### config.mk
export PLATFORM = sky130hd
export DESIGN_NAME = tree_builder
export DESIGN_NICKNAME = d
export VERILOG_FILES = /design/src/design/huff_pkg.sv /design/src/design/tree_builder.sv
export SDC_FILE = /design/constraint.sdc
export NUM_CORES = 1
export LEC_CHECK = 0
export BUFFER_PORTS_ARGS = -buffer_cell sky130_fd_sc_hd__buf_2
export CORE_MARGIN = 10
export CORE_UTILIZATION = 29
export DETAILED_ROUTE_END_ITERATION = 8
export HOLD_SLACK_MARGIN = 0.08
export PLACE_DENSITY = 0.72
export SLEW_MARGIN = 20
export SYNTH_ARGS = -nofsm -noshare
export SYNTH_HDL_FRONTEND = slang
export SYNTH_SLANG_ARGS = --single-unit
export TNS_END_PERCENT = 5
### constraint.sdc
create_clock -name clk -period 9 [get_ports clk]
set_clock_uncertainty 0.1 [all_clocks]
set_input_delay 0.9 -clock clk [delete_from_list [all_inputs] [get_ports clk]]
set_output_delay 0.9 -clock clk [all_outputs]
set_load 0.01 [all_outputs]
### src/design/huff_pkg.sv
package huff_pkg;

  // Node identifier: bit 8 flags a sum node, bit 7 is set only in the null code
  localparam int node_id_w = 9;
  localparam int sum_flag_bit = 8;
  localparam logic [node_id_w-1:0] null_node = 9'h180; // No child
  localparam int node_idx_w = 7;                       // Sum node index and memory address
  localparam int depth_w = 4;                          // Subtree height field

  // Node word is {left id, right id, weight, depth}, depth in the low bits
  localparam int depth_lsb = 0;
  localparam int weight_lsb = depth_lsb + depth_w;

  // Fields above the weight move with the weight width
  function automatic int right_lsb(input int weight_w);
    return weight_lsb + weight_w;
  endfunction

  function automatic int left_lsb(input int weight_w);
    return right_lsb(weight_w) + node_id_w;
  endfunction

  function automatic int node_word_w(input int weight_w);
    return left_lsb(weight_w) + node_id_w; // Full word width
  endfunction

endpackage
### src/design/tree_builder.sv
`timescale 1ns/10ps
module tree_builder #(
  parameter int weight_w = 16,
  parameter int max_depth = 15
) (
  input  logic clk,
  input  logic rst_n,
  input  logic build_go,
  input  logic [huff_pkg::node_id_w-1:0] least1,
  input  logic [huff_pkg::node_id_w-1:0] least2,
  input  logic [weight_w-1:0] sum,
  input  logic [huff_pkg::node_idx_w-1:0] node_count,
  input  logic [huff_pkg::node_word_w(weight_w)-1:0] mem_rdata,
  output logic mem_en,
  output logic mem_we,
  output logic [huff_pkg::node_idx_w-1:0] mem_addr,
  output logic [huff_pkg::node_word_w(weight_w)-1:0] mem_wdata,
  output logic build_done,
  output logic depth_err,
  output logic node_valid,
  output logic [huff_pkg::node_idx_w-1:0] node_idx,
  output logic [huff_pkg::node_id_w-1:0] node_left,
  output logic [huff_pkg::node_id_w-1:0] node_right,
  output logic [weight_w-1:0] node_weight,
  output logic [huff_pkg::depth_w-1:0] node_depth
);
  localparam int id_w = huff_pkg::node_id_w;
  localparam int idx_w = huff_pkg::node_idx_w;
  localparam int dw = huff_pkg::depth_w;
  localparam int lft_lsb = huff_pkg::left_lsb(weight_w);
  localparam int rgt_lsb = huff_pkg::right_lsb(weight_w);

  typedef enum logic [2:0] {
    st_idle, st_new, st_rd1, st_dat1, st_rd2, st_dat2, st_write
  } state_t;
  state_t state;

  logic [id_w-1:0]     left_id, right_id; // Children of the node being built
  logic [weight_w-1:0] weight;
  logic [dw-1:0]       d1, d2;            // Child depths
  logic [dw:0]         depth;             // Extra bit catches the limit being passed
  logic [dw-1:0]       rd_depth;
  logic                l1_sum, l2_sum;
  logic                sat;

  function automatic logic is_sum(input logic [id_w-1:0] id);
    return id[huff_pkg::sum_flag_bit] && id != huff_pkg::null_node;
  endfunction

  assign l1_sum   = is_sum(left_id);
  assign l2_sum   = is_sum(right_id);
  assign rd_depth = mem_rdata[huff_pkg::depth_lsb +: dw];

  always_ff @(posedge clk or negedge rst_n) begin
    if (!rst_n) begin
      state <= st_idle;
    end else begin
      case (state)
        st_idle: if (build_go) state <= st_new;
        st_new: begin
          if (l1_sum) begin
            state <= st_rd1;
          end else if (l2_sum) begin
            state <= st_rd2;
          end else begin
            state <= st_write; // Two leaves, nothing to look up
          end
        end
        st_rd1:  state <= st_dat1;
        st_dat1: state <= l2_sum ? st_rd2 : st_write;
        st_rd2:  state <= st_dat2;
        st_dat2: state <= st_write;
        st_write: state <= st_idle;
        default: state <= st_idle;
      endcase
    end
  end

  always_ff @(posedge clk) begin
    if (state == st_idle && build_go) begin
      left_id  <= least1;
      right_id <= least2;
      weight   <= sum;
      d1       <= '0; // Leaves sit at depth 0
      d2       <= '0;
    end
    if (state == st_dat1) begin
      d1 <= rd_depth;
    end
    if (state == st_dat2) begin
      d2 <= rd_depth;
    end
  end

  assign depth      = {1'b0, (d1 > d2) ? d1 : d2} + 1'b1;
  assign sat        = &weight;                 // Saturated in the slot table
  assign build_done = (state == st_write);
  assign depth_err  = build_done && (depth > max_depth || sat);
  assign node_valid = build_done && !depth_err; // Bad node is neither stored nor shown

  assign mem_en = (state == st_rd1) || (state == st_rd2) || node_valid;
  assign mem_we = node_valid;

  always_comb begin
    case (state)
      st_rd1:  mem_addr = left_id[idx_w-1:0];
      st_rd2:  mem_addr = right_id[idx_w-1:0];
      default: mem_addr = node_count; // Write slot of the new node
    endcase
  end

  always_comb begin
    mem_wdata = '0;
    mem_wdata[lft_lsb +: id_w]                   = left_id;
    mem_wdata[rgt_lsb +: id_w]                   = right_id;
    mem_wdata[huff_pkg::weight_lsb +: weight_w]  = weight;
    mem_wdata[huff_pkg::depth_lsb +: dw]         = depth[dw-1:0];
  end

  assign node_idx    = node_count;
  assign node_left   = left_id;
  assign node_right  = right_id;
  assign node_weight = weight;
  assign node_depth  = depth[dw-1:0];

  // Read data comes back in the next cycle, which must stay free of writes
  a_no_write_on_data: assert property (
    @(posedge clk) disable iff (!rst_n) (mem_en && !mem_we) |=> !mem_we)
    else $error("node write in read data cycle");

endmodule

==> results.env <==
TIMING.CRITICAL_PATH.ARRIVAL_PS=3500
SYNTH_EDF_COUNT=42
MAX-CAP-VIOLATIONS=0
FINAL-HOLD-VIOLATION-COUNT=0
ANTENNA_CELLS=0
VIA_PER_INST=4.69
TIMING.CRITICAL_PATH.FROM_TYPE='flip-flop'
REG2REG_FROM='state[2]'
PERIOD_NEEDED_PS=4500
FINAL_NET_COUNT=406
POST-SYNTH-TOP-COUNT-CELL='buf_4'
TOTAL_POWER_mW=0.985
ROUTE.ANTENNA.REMAINING_NETS=0
FIRST_ITER_VIOLATIONS=140
WORST-R2R-CELL-COUNT=4
CTS_TREE='done'
P_PER_AREA_mW_PER_MM2=315
CORE_MM2=0.00864
HP-CLASS='in2async'
WORST-PATH-MAX-FANOUT=7
MAX_SLEW.WORST_PIN.SLEW_PS=826
NUMBER_OF_UNIQUE_STANDARD_CELL_TYPES_USED_BY_SYNTHESIS=41
RSZ0062_AT_GRT='no'
CRIT_REQUIRED_PS=8000
GRT_PASS1_WL_UM=11400
WIDTH_OF_THE_DIE_UM=114
CTSHTREEMAXLEVEL=2
INSERTION_DELAY_PS=300
SYNTH.CELLS.MOST_FREQUENT='buf_4 (46), edfxtp_1 (42), o22ai_1 (14), a21oi_1 (10), nand2_1 (10)'
REG2REG_SETUP_SLACK_PS=6120
FINAL-SETUP-VIOL-COUNT=0
PORT-BUFFER-COUNT=142
CTS_SINKS=45
GP_CONGESTION=0.788
DRT_PASS_1_ITERS=4
DRT-TOTAL-WL_UM=7060
FINAL_MAX_SLEW_VIOL_COUNT=0
CRITICAL_PATH.STARTPOINT='d1[3]'
FINAL_CORE_UTILIZATION_PCT=36.2
DRC_ERRORS=0
MAX_FREQ_MHz=222
CTSROOTBUFFERMASTER='clkbuf_8'
SETUP.WORST_PATH.END_CLASS='output pin'
DOMINANTREGCELLSYNTH='edfxtp_1'
TIMING.CRITICAL_PATH.TO='mem_en'
VDD.IR_DROP.WORST_V=0.000143
RATIO_OF_FINAL_MINIMUM_PERIOD_TO_CLOCK_PERIOD_PCT=50.0
CTS.HOLD.BUFFERS_ADDED=0
SYNTHTOPCELLSBYAREA='edfxtp_1 (50%), buf_4 (14%), o22ai_1 (3.4%)'
CTS_MADE_BUFFERS=5
CTS_BUFFER_DEPTH=2
GRT_START_MAX_NET_PINS=29
SEQUENTIAL_AREA_SHARE_AFTER_SYNTHESIS_PCT=52.6
FIN_SETUP_TNS_PS=0
NET_COUNT_SYNTH=309
CTS.REPAIR.RESIZED=0
HPWL_AFTER_DPL_UM=5930
GLOBAL_ROUTE.OVERFLOW_TOTAL=0
OUTCOME='complete, no violations'
N_FILL_CELL=863
RELSLEWSLACK_PCT=45.0
CLOCK_INPUT_TRANSITION_AT_THE_SEQUENTIAL_CELLS_OF_THE_WORST_SETUP_AND_HOLD_PATHS_PS=90
POST_SYNTH_INSTANCE_AREA_MM2=0.00254
SYNTH_AREA_PER_CELL_UM2=11.5
IOPINCOUNT=177
POSTSYNTHCELLCOUNT=221
VIAS=2004
FP.DIEH_UM=114
WL_PER_CELL_UM=16.5
DIE-AREA_MM2=0.0129
FLOORPLAN.ROWS=34
TIMING.SETUP.CRITICAL_PATH_CLASS='reg2out'
INITIAL_ANTENNA_VIOLATION_COUNT=0
YS.WARNINGS.COUNT=0
CRITICAL_PATH.REG2REG.ENDPOINT='node_weight[10]'
CTS_SETUP_BUFFERS=0
SYNTH_REGISTER_BITS=45
SYNTH.TOP_CELL.AREA_SHARE_PCT=49.7
SYNTH_AREA_LEADER_CELL='edfxtp_1'
ASYNC_RESET_FF_SHARE_PCT=6.67
GRT_PASS1_VIAS=2229
LEAKAGEPOWER_nW=1.37
START_UTIL_PCT=29.4
LAYOUT-AREA-OVERHEAD-VS-SYNTH_PCT=23.3
DRIVE_GT1_SHARE_PCT=51.4
GRT.TOTAL_USAGE_PCT=10.8
[cell usage in the layout (no fill, tap or decap), drive strengths merged]
master  Yosys  final
a21o        1      1
o211ai      1      1
o211a       1      1
xnor2       2      2
buf        47    143
o22a        7      7
nor2        5      5
a211oi      4      4
edfxtp     42     42
a31oi       1      1
nor3        1      1
inv        10     13
mux2i       1      1
o41ai       1      1
mux2        1      1
and2        9      9
nor4b       2      2
o22ai      14     14
nand3b      2      2
and4        1      1
a21boi      1      1
dfrtp       3      3
ha          6      6
nand3       9      9
or4         1      1
clkbuf      6      5
nor3b       1      1
o21ai       7      7
nand2b      3      3
a21oi      11     11
o311a       1      1
nor4        3      3
nor2b       2      2
nand4       4      4
nand2      10     10
[where the power goes]
group	total (mW)	switching, mW	internal (mW)
Clock	0.133	0.0748	0.0586
Sequential	0.353	0.0620	0.291
Combinational	0.499	0.293	0.207
[worst max-delay path: stages (launching register included)]
cell	delay, ps
edfxtp_1	450
ha_1	400
and4_4	230
a21oi_4	200
mux2_2	390
ha_1	280
nand2b_1	210
a211oi_2	220
nor4_2	90
o41ai_2	410
a31oi_1	130
buf_2	190
[per-stage QoR]
step           std cells  setup WS [ps]  hold slack [ps]  cell area [um2]
2_1_floorplan        221           5010              399             2540
3_3_place_gp         419           4790              438             3030
3_5_place_dp         419           4740              444             3030
4_1_cts              427           4410              271             3120
5_1_grt              427           4160              262             3130
6_report             427           4500              281             3130
[registers in the layout, summed over array words and instances (netlist names)]
register     flops
d1               4
d2               4
state            3
node_weight     16
node_right       9
node_left        9
[metal layers]
| metal | global-route usage [%] | vias to the layer above | routed length, um |
|---|---|---|---|
| met2 | 18.6 | 100 | 3700 |
| met1 | 11.7 | 936 | 2640 |
| li1 | - | 964 | - |
| met3 | 4.62 | 4 | 669 |
| met4 | 3.21 | 0 | 47 |
| met5 | 0 | - | 0 |
[worst min-delay path by stage]
| stage | start | to | slack, ps | cells after the start |
|---|---|---|---|---|
| after floorplan | state[0] | state[0] | 400 | 1 |
| after global placement | state[0] | state[0] | 440 | 1 |
| after detailed placement | state[0] | state[0] | 440 | 1 |
| after CTS | rst_n | state[1] | 270 | 1 |
| after global routing | rst_n | state[1] | 260 | 1 |
| final | rst_n | state[2] | 280 | 1 |
[layout make-up]
type | count | area, um2 | share of cell area, %
inverter | 10 | 37.5 | 1.20
clock buffer | 5 | 68.8 | 2.20
timing repair buffer | 143 | 718 | 23.0
clock inverter | 3 | 28.8 | 0.920
tap | 108 | 135 | 4.32
sequential | 45 | 1340 | 42.7
multi-input combinational | 113 | 805 | 25.7
[kinds of logic (layout without fill, tap and decap cells)]
logic type | Yosys count | in the layout | share of synthesized area (%)
compound gates | 50 | 50 | 14.5
xor+xnor | 2 | 2 | 0.690
fa+ha+maj | 6 | 6 | 2.96
buf+inv | 63 | 161 | 16.1
flops | 45 | 45 | 52.6
mux | 2 | 2 | 0.838
simple gates | 53 | 53 | 12.2
Note: power is estimated with default switching activity, not from simulation.
