File: config.mk
export PLATFORM = sky130hd
export DESIGN_NAME = huff_ctrl
export DESIGN_NICKNAME = d
export VERILOG_FILES = /design/src/design/huff_pkg.sv /design/src/design/huff_ctrl.sv
export SDC_FILE = /design/constraint.sdc
export NUM_CORES = 1
export LEC_CHECK = 0
export ABC_CLOCK_PERIOD_IN_PS = 2100
export BUFFER_PORTS_ARGS = -buffer_cell sky130_fd_sc_hd__buf_2
export CAP_MARGIN = 20
export CORE_UTILIZATION = 50
export CTS_CLUSTER_SIZE = 30
export DETAILED_ROUTE_END_ITERATION = 10
export HOLD_SLACK_MARGIN = 0.03
export PLACE_DENSITY = 0.79
export SLEW_MARGIN = 10
export SYNTH_ARGS = -nofsm -noshare
export SYNTH_HDL_FRONTEND = slang
export SYNTH_SLANG_ARGS = --single-unit
export TNS_END_PERCENT = 1
File: constraint.sdc
create_clock -name clk -period 2.1 [get_ports clk]
set_clock_uncertainty 0.05 [all_clocks]
set_input_delay 0.105 -clock clk [delete_from_list [all_inputs] [get_ports clk]]
set_output_delay 0.105 -clock clk [all_outputs]
set_load 0.05 [all_outputs]
File: src/design/huff_pkg.sv
package huff_pkg;

  // Node identifier: bit 8 flags a sum node, bit 7 is set only in the null code
  localparam int node_id_w = 9;
  localparam int sum_flag_bit = 8;
  localparam logic [node_id_w-1:0] null_node = 9'h180; // No child
  localparam int node_idx_w = 7;                       // Sum node index and memory address
  localparam int depth_w = 4;                          // Subtree height field

  // Node word is {left id, right id, weight, depth}, depth in the low bits
  localparam int depth_lsb = 0;
  localparam int weight_lsb = depth_lsb + depth_w;

  // Fields above the weight move with the weight width
  function automatic int right_lsb(input int weight_w);
    return weight_lsb + weight_w;
  endfunction

  function automatic int left_lsb(input int weight_w);
    return right_lsb(weight_w) + node_id_w;
  endfunction

  function automatic int node_word_w(input int weight_w);
    return left_lsb(weight_w) + node_id_w; // Full word width
  endfunction

endpackage
File: src/design/huff_ctrl.sv
`timescale 1ns/10ps
module huff_ctrl #(
  parameter int num_syms = 16
) (
  input  logic clk,
  input  logic rst_n,
  input  logic start,
  input  logic [$clog2(num_syms+1)-1:0] live_count,
  input  logic scan_done,
  input  logic build_done,
  input  logic depth_err,
  output logic scan_go,
  output logic merge_go,
  output logic build_go,
  output logic [huff_pkg::node_id_w-1:0] new_id,
  output logic [huff_pkg::node_idx_w-1:0] node_count,
  output logic done,
  output logic [huff_pkg::node_id_w-1:0] root_id,
  output logic err
);
  localparam logic [1:0] sum_tag = 2'b10; // Sum flag set, null bit clear

  typedef enum logic [2:0] {st_idle, st_scan, st_build, st_merge, st_finish} state_t;
  state_t state;

  // Next sum node takes the next free index
  assign new_id = {sum_tag, node_count};

  always_ff @(posedge clk or negedge rst_n) begin
    if (!rst_n) begin
      state      <= st_idle;
      node_count <= '0;
      scan_go    <= 1'b0;
      merge_go   <= 1'b0;
      build_go   <= 1'b0;
      done       <= 1'b0;
      err        <= 1'b0;
      root_id    <= huff_pkg::null_node;
    end else begin
      scan_go  <= 1'b0; // All strobes last one cycle
      merge_go <= 1'b0;
      build_go <= 1'b0;
      done     <= 1'b0;
      err      <= 1'b0;
      case (state)
        st_idle: begin
          if (start) begin // Start outside idle is dropped
            node_count <= '0;
            scan_go    <= 1'b1;
            state      <= st_scan;
          end
        end
        st_scan: begin
          if (scan_done) begin
            if (live_count == '0) begin
              root_id <= huff_pkg::null_node; // Empty file, no tree
              done    <= 1'b1;
              state   <= st_finish;
            end else if (live_count == 1 && node_count != '0) begin
              // Survivor is always the node made by the last merge
              root_id <= {sum_tag, node_count - 1'b1};
              done    <= 1'b1;
              state   <= st_finish;
            end else if (&node_count) begin
              err   <= 1'b1; // Index space used up
              state <= st_finish;
            end else begin
              build_go <= 1'b1; // Also the single symbol case
              state    <= st_build;
            end
          end
        end
        st_build: begin
          if (build_done) begin
            if (depth_err) begin
              err   <= 1'b1;
              state <= st_finish;
            end else begin
              merge_go <= 1'b1;
              state    <= st_merge;
            end
          end
        end
        st_merge: begin
          node_count <= node_count + 1'b1; // Slots updated this cycle
          scan_go    <= 1'b1;
          state      <= st_scan;
        end
        st_finish: state <= st_idle; // done or err is high here
        default:   state <= st_idle;
      endcase
    end
  end

  // No build may start while a scan is still running
  a_scan_build_apart: assert property (
    @(posedge clk) disable iff (!rst_n) scan_go |-> !build_go until scan_done)
    else $error("build_go issued during a scan");

endmodule

==> flow_metrics.env, run 1 <==
export IMPL_floorplan_initialDensity_pct=55.05
export IMPL_synth_cell_type_count=40
export IMPL_clk_path_buf_depth=2
export IMPL_post_drt_wl_per_cell_um=13.49
export IMPL_p_int_mw=0.9861
export IMPL_gr_usage_all_layers_pct=21.65
export IMPL_detailed_place_hpwl_mm=2.042
export IMPL_compound_gate_fraction_of_synth_area_pct=17.06
export IMPL_synth_seq_area_share_pct=45.20
export IMPL_comb_power_share_pct=57.3
export IMPL_cts_made_buffers=3
export IMPL_swShare_pct=53.99
export IMPL_num_fill_cells=209
export IMPL_synth_top_family_by_area="simple AND/OR/NAND/NOR gates"
export IMPL_maxSlewViolCount=0
export IMPL_gp_routability_congestion=0.8031
export IMPL_share_seq_of_total_power_pct=33.1
export IMPL_post_route_period_util_pct=92.03
export IMPL_cts_root_buffer="sky130_fd_sc_hd__clkbuf_4"
export IMPL_avgSynthCellArea_um2=9.116
export IMPL_synthXorXnorAreaFrac_pct=4.118
export IMPL_post_synth_and_or_nand_nor_area_fraction_pct=18.92
export IMPL_yosysTopAreaCell="sky130_fd_sc_hd__dfrtp_1"
export IMPL_worst_setup_path_type="register to register"
export IMPL_portBuffers=37
export IMPL_grt_pass1_wl_mm=4.360
export IMPL_max_cap_check_violation_count=0
export IMPL_place_inst=192
export IMPL_fp_row_count=17
export IMPL_antenna_cells=0
export IMPL_routed_wirelength_mm=2.684
export IMPL_timing_critical_path_fanout_max=15
export IMPL_synthCells=140
export IMPL_r2r_worst_path_cells=5
export IMPL_die_width_um=52.52
export IMPL_crit_arrival_ps=2080
export IMPL_worst_pin_slew_ps=573.9
export IMPL_grt_start_max_net_pins=24
export IMPL_multi_input_comb_area_um2=560.5
export IMPL_relSlewSlack_pct=61.33
export IMPL_postSynthRegisterBits=23
export IMPL_syn_cell_area_um2=1276
export IMPL_synth_adder_area_share_pct=2.941
export IMPL_grt_antenna_before_repair=0
export IMPL_cts_htree_levels=1
export IMPL_synth_top_cells_by_count="22 x sky130_fd_sc_hd__dfrtp_1, 21 x sky130_fd_sc_hd__nand2_1, 10 x sky130_fd_sc_hd__buf_4"
export IMPL_detail_route_iter0_violations=36
export IMPL_layout_drive_gt1_share_pct=26.90
export IMPL_area_sequential_um2=576.8
export IMPL_globalRoute_totalOverflow=0
export IMPL_floorplan_core_area_um2=2318
export IMPL_fp_dieH_um=52.52
export IMPL_synth_edf_count=0
export IMPL_tritoncts_clock_tree="built"
export IMPL_unrepaired_setup_endpoints_after_global_routing="no"
export IMPL_fin_crit_ps=1933
export IMPL_fp_dieArea_um2=2758
export IMPL_post_drt_via_cell_ratio=5.477
export IMPL_setup_ws_ps=167.3
export IMPL_areaGrowthSynthToFinish_pct=14.61
export IMPL_detail_route_first_pass_iterations=4
export IMPL_worstHoldPathType="primary input to register"
export IMPL_hold_viol=0
export IMPL_worst_skew_pair_late_latency_ps=310
export IMPL_numnets_final=186
export IMPL_postSynth_asyncResetShare_pct=100.0
export IMPL_setup_tns_ps=0
export IMPL_netlist_top_cells_area="sky130_fd_sc_hd__dfrtp_1 43%, sky130_fd_sc_hd__nand2_1 6.2%, sky130_fd_sc_hd__buf_4 5.9%, sky130_fd_sc_hd__o21ai_0 3.5%, sky130_fd_sc_hd__ha_1 2.9%"
export IMPL_power_net_switching_mw=1.157
export IMPL_layoutNonFillerInstCount=199
export IMPL_synth_mux_area_fraction_pct=0
export IMPL_clock_network_power_share_pct=9.6
export IMPL_dpl_ws_ps=202.1
export IMPL_clk_pin_slew_ps=130
export IMPL_netlist_area_leader_share_pct=43.14
export IMPL_ys_warn_count=0
export IMPL_cts_sinks=23
export IMPL_placement_cell_area_um2=1406
export IMPL_worstHoldPathCells=3
export IMPL_final_antenna_violating_net_count=0
export IMPL_route_vias_total=1090
export IMPL_dominantRegCellSynth="sky130_fd_sc_hd__dfrtp_1"
export IMPL_post_synth_top_count_cell="sky130_fd_sc_hd__dfrtp_1"
export IMPL_clock_fmax_mhz=517.4
export IMPL_grt_pass1_vias=974
export IMPL_finalInstanceArea_um2=1463
export IMPL_setup_violations_final=0
export IMPL_remaining_drc_errors=0
export IMPL_status="finished, final reports clean"
export IMPL_setup_worst_path_end_class="register"
export IMPL_design_portCount=41
export IMPL_power_density_cell_area_nw_per_um2=1465
export IMPL_data_required_time_of_the_worst_path_ps=2250
export IMPL_critical_path_startpoint_type="register"
export IMPL_power_static_leakage_nw=0.7552
export IMPL_ir_drop_mv=1.036
==> layout by cell type, fill, tap and decap left out, drive strengths merged, types with 2 or more instances in the layout <==
master	netlist	layout
dfrtp	22	22
nand3	4	4
o31ai	6	6
a31oi	2	2
dlygate4sd3	0	3
inv	8	8
nor2b	2	2
ha	3	3
o21ai	12	12
clkbuf	3	4
nor2	9	9
and3	2	2
o221ai	2	2
xnor2	3	3
o22ai	2	2
conb	2	3
a21oi	5	5
nand2	21	21
buf	13	39
xor2	3	3
==> stage by stage <==
step,total power [mW],hold slack (ps),util (%)
final,2.143,87.00,63.09
after global routing,2.292,75.35,63.09
after CTS,2.150,78.80,63.09
after detailed placement,1.947,60.34,60.66
after global placement,1.913,48.39,60.66
after floorplan,1.703,-240.6,-
==> power groups by stage <==
stage / combinational [mW] / sequential (mW) / clock (mW)
6_report: 1.23 / 0.710 / 0.205
5_1_grt: 1.33 / 0.731 / 0.227
4_1_cts: 1.24 / 0.708 / 0.207
3_5_place_dp: 1.23 / 0.719 / 0
3_3_place_gp: 1.21 / 0.706 / 0
2_1_floorplan: 0.631 / 1.07 / 0
==> layout make-up <==
cell class | instances | share of cell area [%]
clock buffers | 4 | 1.796
inverters | 9 | 2.310
multi-input cells | 93 | 38.32
flip-flops and latches | 23 | 39.44
well taps | 28 | 2.395
repair buffers | 42 | 15.74
==> layer usage <==
layer	vias to the layer above	track usage, %	wire length (µm)
met2	36	35.02	1373
met3	2	2.899	105
met4	0	10.09	17
met5	-	0	0
li1	534	-	-
met1	518	28.39	1187
==> timing repair <==
action / CTS / global route
hold endpoints to repair: 24 / 0
setup buffers: 0 / 0
gates resized for setup: 0 / 0
hold buffers: 3 / 0
==> worst max-delay path: stages (launching register included) <==
cell and delay [ps]:
sky130_fd_sc_hd__dfrtp_1 490, sky130_fd_sc_hd__nor4_1 560, sky130_fd_sc_hd__a311o_4 430, sky130_fd_sc_hd__clkinv_1 110, sky130_fd_sc_hd__nand2_1 90, sky130_fd_sc_hd__o21ai_1 80
==> sequential cells by signal, indices dropped and copies added (netlist names) <==
signal and cells:
node_count 7, merge_go 1, done 1, state 3, err 1, root_id 8
build_go 1, scan_go 1
==> logic make-up (layout without fill, tap and decap cells) <==
kind of cell	after synthesis	count (layout)
AO/OA/AOI/OAI	32	32
XOR/XNOR	6	6
adder cells (fa/ha/maj)	3	3
buffers and inverters	25	55
flip-flops	23	23
other	2	3
AND/OR/NAND/NOR	49	49
==> path summary, 6_finish.rpt <==
kind	to	slack [ps]	startpoint
min	state[2]	90	build_done
max in group asynchronous	root_id[7]	1400	rst_n
max reg2reg	root_id[5]	170	node_count[3]
max	root_id[5]	170	node_count[3]
min reg2reg	root_id[7]	430	root_id[7]
min in group asynchronous	root_id[2]	230	rst_n
(Power assumes the default switching activity.)
==> run 2: changes to the inputs <==
--- a/config.mk
+++ b/config.mk
@@ -8,7 +8,10 @@
 export ABC_CLOCK_PERIOD_IN_PS = 2100
 export BUFFER_PORTS_ARGS = -buffer_cell sky130_fd_sc_hd__buf_2
 export CAP_MARGIN = 20
-export CORE_UTILIZATION = 50
+export CELL_PAD_IN_SITES_DETAIL_PLACEMENT = 0
+export CELL_PAD_IN_SITES_GLOBAL_PLACEMENT = 1
+export CORE_ASPECT_RATIO = 2
+export CORE_UTILIZATION = 37
 export CTS_CLUSTER_SIZE = 30
 export DETAILED_ROUTE_END_ITERATION = 10
 export HOLD_SLACK_MARGIN = 0.03
==> run 2 against run 1 <==
Effect of this change: the flow now finishes with violations (DRC); clock power rose by 32%; power up 3.7%; die area up 34%; largest power group unchanged.
==> flow_metrics.env, run 2 (same netlist as run 1, synthesis figures left out) <==
export IMPL_critical_path_startpoint_type="register"
export IMPL_gp_routability_congestion=0.7854
export IMPL_floorplan_initialDensity_pct=39.52
export IMPL_final_antenna_violating_net_count=0
export IMPL_portBuffers=37
export IMPL_relSlewSlack_pct=65.25
export IMPL_multi_input_comb_area_um2=560.5
export IMPL_layout_drive_gt1_share_pct=27.49
export IMPL_worst_skew_pair_late_latency_ps=260
export IMPL_globalRoute_totalOverflow=0
export IMPL_power_static_leakage_nw=0.7640
export IMPL_post_cts_resize_count=0
export IMPL_numnets_final=186
export IMPL_cp_startpoint="node_count[3]"
export IMPL_fin_crit_ps=1854
export IMPL_r2r_worst_path_cells=5
export IMPL_timing_rr_end="root_id[6]"
export IMPL_status="finished, violations left"
export IMPL_post_drt_wl_per_cell_um=13.84
export IMPL_dpl_ws_ps=251.0
export IMPL_cts_root_buffer="sky130_fd_sc_hd__clkbuf_8"
export IMPL_clock_fmax_mhz=539.3
export IMPL_data_required_time_of_the_worst_path_ps=2200
export IMPL_failed_checks="DRC"
export IMPL_gr_usage_all_layers_pct=16.37
export IMPL_ir_drop_mv=0.7102
export IMPL_grt_start_max_net_pins=24
export IMPL_layout_common_cells="37 x sky130_fd_sc_hd__buf_2, 22 x sky130_fd_sc_hd__dfrtp_1, 21 x sky130_fd_sc_hd__nand2_1, 9 x sky130_fd_sc_hd__nor2_1, 9 x sky130_fd_sc_hd__o21ai_0"
export IMPL_detailed_place_hpwl_mm=2.186
export IMPL_num_fill_cells=316
export IMPL_worstHoldPathType="primary input to register"
export IMPL_max_cap_check_violation_count=0
export IMPL_fp_dieArea_um2=3702
export IMPL_power_density_cell_area_nw_per_um2=1499
export IMPL_unrepaired_setup_endpoints_after_global_routing="no"
export IMPL_setup_tns_ps=0
export IMPL_floorplan_core_area_um2=3229
export IMPL_hold_viol=0
export IMPL_detail_route_first_pass_iterations=7
export IMPL_setup_violations_final=0
export IMPL_route_vias_total=1070
export IMPL_hold_path_end="state[2]"
export IMPL_remaining_drc_errors=6
export IMPL_post_route_period_util_pct=88.30
export IMPL_routed_wirelength_mm=2.796
export IMPL_maxSlewViolCount=0
export IMPL_cts_htree_levels=1
export IMPL_worstHoldPathCells=3
export IMPL_clk_pin_slew_ps=80
export IMPL_clk_path_buf_depth=2
export IMPL_fp_dieH_um=85.06
export IMPL_grt_pass1_vias=1041
export IMPL_fp_row_count=29
export IMPL_timing_hold_worst_start="depth_err"
export IMPL_cts_made_buffers=3
export IMPL_worst_setup_path_type="register to register"
export IMPL_worst_r2r_setup_slack_ps=250
export IMPL_largest_register="root_id"
export IMPL_antenna_cells=0
export IMPL_r2r_start="node_count[3]"
export IMPL_areaGrowthSynthToFinish_pct=16.18
export IMPL_timing_critical_path_fanout_max=15
export IMPL_die_width_um=43.53
export IMPL_grt_pass1_wl_mm=4.609
export IMPL_grt_antenna_before_repair=0
export IMPL_holdBufCountCts=2
export IMPL_layout_cells_most_common="sky130_fd_sc_hd__buf_2"
export IMPL_crit_arrival_ps=1950
export IMPL_cts_sinks=23
export IMPL_post_drt_via_cell_ratio=5.297
export IMPL_design_portCount=41
export IMPL_worst_pin_slew_ps=515.8
export IMPL_fin_worst_hold_slack_ps=84.94
export IMPL_tritoncts_clock_tree="built"
export IMPL_setup_ws_ps=245.8
export IMPL_setup_worst_path_end_class="register"
export IMPL_detail_route_iter0_violations=35
export IMPL_post_cts_buffers=0
export IMPL_layout_top_registers="root_id x8, node_count x7, state x3"
export IMPL_area_sequential_um2=576.8
export IMPL_largest_register_ffs=8
run 2: cell count changes in the layout (fill, tap and decap cells not counted):
cell                            delta
sky130_fd_sc_hd__buf_4             +1
sky130_fd_sc_hd__clkbuf_8          +3
sky130_fd_sc_hd__clkbuf_4          -3
sky130_fd_sc_hd__dlygate4sd3_1     -1
run 2: worst max path at each step:
stage	end	slack [ps]	cells after the start
4_1_cts	root_id[5]	230	5
3_5_place_dp	root_id[5]	250	5
2_1_floorplan	state[2]	40	5
5_1_grt	root_id[5]	110	5
6_report	root_id[6]	250	5
3_3_place_gp	root_id[5]	330	5
run 2: final cells by class:
class	count	area share (%)
multi-input cells	93	37.81
clock buffers	4	3.038
flip-flops and latches	23	38.90
repair buffers	42	15.36
inverters	9	2.278
well taps	31	2.616
run 2: per-stage QoR:
stage               utilization [%]  power (mW)  instance area, µm²  instances
global placement              43.90       1.952                1418        196
finish                        45.91       2.223                1483        202
CTS                           45.91       2.242                1483        202
detailed placement            43.90       1.967                1418        196
global route                  45.91       2.374                1483        202
floorplan                         -       1.703                1280        141
run 2: worst max-delay path, stage by stage, from the launching register on:
cell and delay (ps):
sky130_fd_sc_hd__dfrtp_1 490, sky130_fd_sc_hd__nor4_1 520, sky130_fd_sc_hd__a311o_4 420, sky130_fd_sc_hd__clkinv_1 110, sky130_fd_sc_hd__nand2_1 90, sky130_fd_sc_hd__o21ai_1 60
run 2: metal layers:
metal,share of wire [%],GRT usage [%],wire length (µm)
met5,0,0,0
met4,2.9,8.239,80
met3,3.6,2.128,101
met2,56,30.72,1564
met1,38,16.64,1051
run 2: power breakdown:
part           switching (mW)  leakage, nW  internal (mW)  total [mW]
clock                   0.135       0.0228          0.135       0.270
sequential              0.111        0.306          0.579       0.690
combinational           0.919        0.435          0.344        1.26
total                    1.16        0.764           1.06        2.22
==> run 3: changes to the inputs <==
--- a/config.mk
+++ b/config.mk
@@ -15,7 +15,7 @@
 export CTS_CLUSTER_SIZE = 30
 export DETAILED_ROUTE_END_ITERATION = 10
 export HOLD_SLACK_MARGIN = 0.03
-export PLACE_DENSITY = 0.79
+export PLACE_DENSITY = 0.81
 export SLEW_MARGIN = 10
 export SYNTH_ARGS = -nofsm -noshare
 export SYNTH_HDL_FRONTEND = slang
==> run 3 against run 2 <==
Effect of this change: the run still ends with DRC left; worst hold slack lost 12 ps; via count rose by 0.56%; global-route usage is 0.64 points higher; combinational power hardly changed; clock power rose by 2%; wire length increased by 2.1%; non-clock buffer count grew 1; cell count grew 0.50%; worst setup slack better by 21 ps; sequential cell count is the same; register-to-register slack improved by 20 ps; critical endpoint is now root_id[5]; largest power group unchanged.
==> flow_metrics.env, run 3 (same netlist as run 1, synthesis figures left out) <==
export IMPL_design_portCount=41
export IMPL_die_width_um=43.53
export IMPL_grt_pass1_vias=1067
export IMPL_post_cts_buffers=0
export IMPL_data_required_time_of_the_worst_path_ps=2200
export IMPL_grt_antenna_before_repair=0
export IMPL_critical_path_startpoint_type="register"
export IMPL_post_route_period_util_pct=87.29
export IMPL_largest_register_ffs=8
export IMPL_gp_routability_congestion=0.8273
export IMPL_r2r_start="node_count[3]"
export IMPL_crit_arrival_ps=1940
export IMPL_fp_row_count=29
export IMPL_status="finished, violations left"
export IMPL_dpl_ws_ps=271.8
export IMPL_power_static_leakage_nw=0.7721
export IMPL_ir_drop_mv=0.6339
export IMPL_placement_cell_area_um2=1425
export IMPL_portBuffers=37
export IMPL_holdBufCountCts=2
export IMPL_worst_pin_slew_ps=511.0
export IMPL_route_vias_total=1076
export IMPL_globalRoute_totalOverflow=0
export IMPL_worst_setup_path_type="register to register"
export IMPL_maxSlewViolCount=0
export IMPL_fin_crit_ps=1833
export IMPL_place_inst=197
export IMPL_layout_drive_gt1_share_pct=28.49
export IMPL_global_route_peak_usage_layer="met2"
export IMPL_unrepaired_setup_endpoints_after_global_routing="no"
export IMPL_areaGrowthSynthToFinish_pct=16.86
export IMPL_max_cap_check_violation_count=0
export IMPL_hold_viol=0
export IMPL_setup_violations_final=0
export IMPL_cp_startpoint="node_count[3]"
export IMPL_cts_made_buffers=3
export IMPL_largest_register="root_id"
export IMPL_grt_pass1_wl_mm=4.636
export IMPL_power_density_cell_area_nw_per_um2=1505
export IMPL_cts_sinks=23
export IMPL_failed_checks="DRC"
export IMPL_grt_start_max_net_pins=24
export IMPL_setup_ws_ps=266.9
export IMPL_clock_fmax_mhz=545.5
export IMPL_cts_root_buffer="sky130_fd_sc_hd__clkbuf_8"
export IMPL_setup_tns_ps=0
export IMPL_fp_dieArea_um2=3702
export IMPL_antenna_cells=0
export IMPL_timing_critical_path_fanout_max=15
export IMPL_layout_common_cells="37 x sky130_fd_sc_hd__buf_2, 22 x sky130_fd_sc_hd__dfrtp_1, 21 x sky130_fd_sc_hd__nand2_1, 9 x sky130_fd_sc_hd__nor2_1, 9 x sky130_fd_sc_hd__o21ai_0"
export IMPL_post_cts_resize_count=0
export IMPL_clk_path_buf_depth=2
export IMPL_post_drt_wl_per_cell_um=14.06
export IMPL_detail_route_first_pass_iterations=9
export IMPL_floorplan_core_area_um2=3229
export IMPL_grt_util_met2_pct=29.89
export IMPL_finalInstanceArea_um2=1491
export IMPL_cts_htree_levels=1
export IMPL_layout_top_registers="root_id x8, node_count x7, state x3"
export IMPL_m3_gr_usage_pct=1.915
export IMPL_worstHoldPathType="primary input to register"
export IMPL_final_antenna_violating_net_count=0
export IMPL_layoutNonFillerInstCount=203
export IMPL_relSlewSlack_pct=65.93
export IMPL_remaining_drc_errors=8
export IMPL_gr_usage_all_layers_pct=17.01
export IMPL_tritoncts_clock_tree="built"
export IMPL_setup_worst_path_end_class="register"
export IMPL_numnets_final=187
export IMPL_layout_cells_most_common="sky130_fd_sc_hd__buf_2"
export IMPL_fp_dieH_um=85.06
export IMPL_total_power_mw=2.245
export IMPL_detailed_place_hpwl_mm=2.257
export IMPL_routed_wirelength_mm=2.855
export IMPL_timing_hold_worst_start="depth_err"
export IMPL_post_drt_via_cell_ratio=5.300
export IMPL_clk_pin_slew_ps=90
export IMPL_worst_skew_pair_late_latency_ps=270
export IMPL_detail_route_iter0_violations=33
export IMPL_floorplan_initialDensity_pct=39.52
export IMPL_groute_layer_met1_usage_pct=17.34
## run 3: path summary, 6_finish.rpt
| path | to | slack, ps | cells past startpoint |
|---|---|---|---|
| worst max-delay path | root_id[5] | 270 | 5 |
| worst min-delay path | state[2] | 70 | 3 |
| worst max register to register | root_id[5] | 270 | 5 |
| worst min register to register | root_id[7] | 410 | 2 |
| max in group asynchronous | root_id[7] | 1340 | 2 |
| min in group asynchronous | root_id[6] | 290 | 2 |
## run 3: per-layer routing
metal  routed length (µm)  part of all wire, %
met3                   69                  2.4
met1                 1048                   37
met2                 1580                   55
met5                    0                    0
met4                  156                  5.5
## run 3: worst max-delay path, stage by stage (launching register included)
cell,delay (ps)
sky130_fd_sc_hd__dfrtp_1,480
sky130_fd_sc_hd__nor4_1,500
sky130_fd_sc_hd__a311o_4,410
sky130_fd_sc_hd__clkinv_1,110
sky130_fd_sc_hd__nand2_1,90
sky130_fd_sc_hd__o21ai_1,70
## run 3: power breakdown
part / switching (mW) / internal, mW
logic: 0.937 / 0.351
registers: 0.102 / 0.579
clock network: 0.143 / 0.133
## run 3: through the flow
stage | hold slack (ps) | utilization (%)
after floorplan | -240.6 | -
after global routing | 91.32 | 46.18
after detailed placement | 58.79 | 44.13
after global placement | 56.23 | 44.13
after CTS | 64.38 | 46.18
final | 73.12 | 46.18
## run 3: area by class of cell
cell class	count	area [µm²]
inverters	9	33.78
fillers	321	1738
clock buffers	3	41.29
flip-flops and latches	23	576.8
multi-input cells	93	560.5
repair buffers	43	235.2
well taps	31	38.79
clock inverters	1	5.005
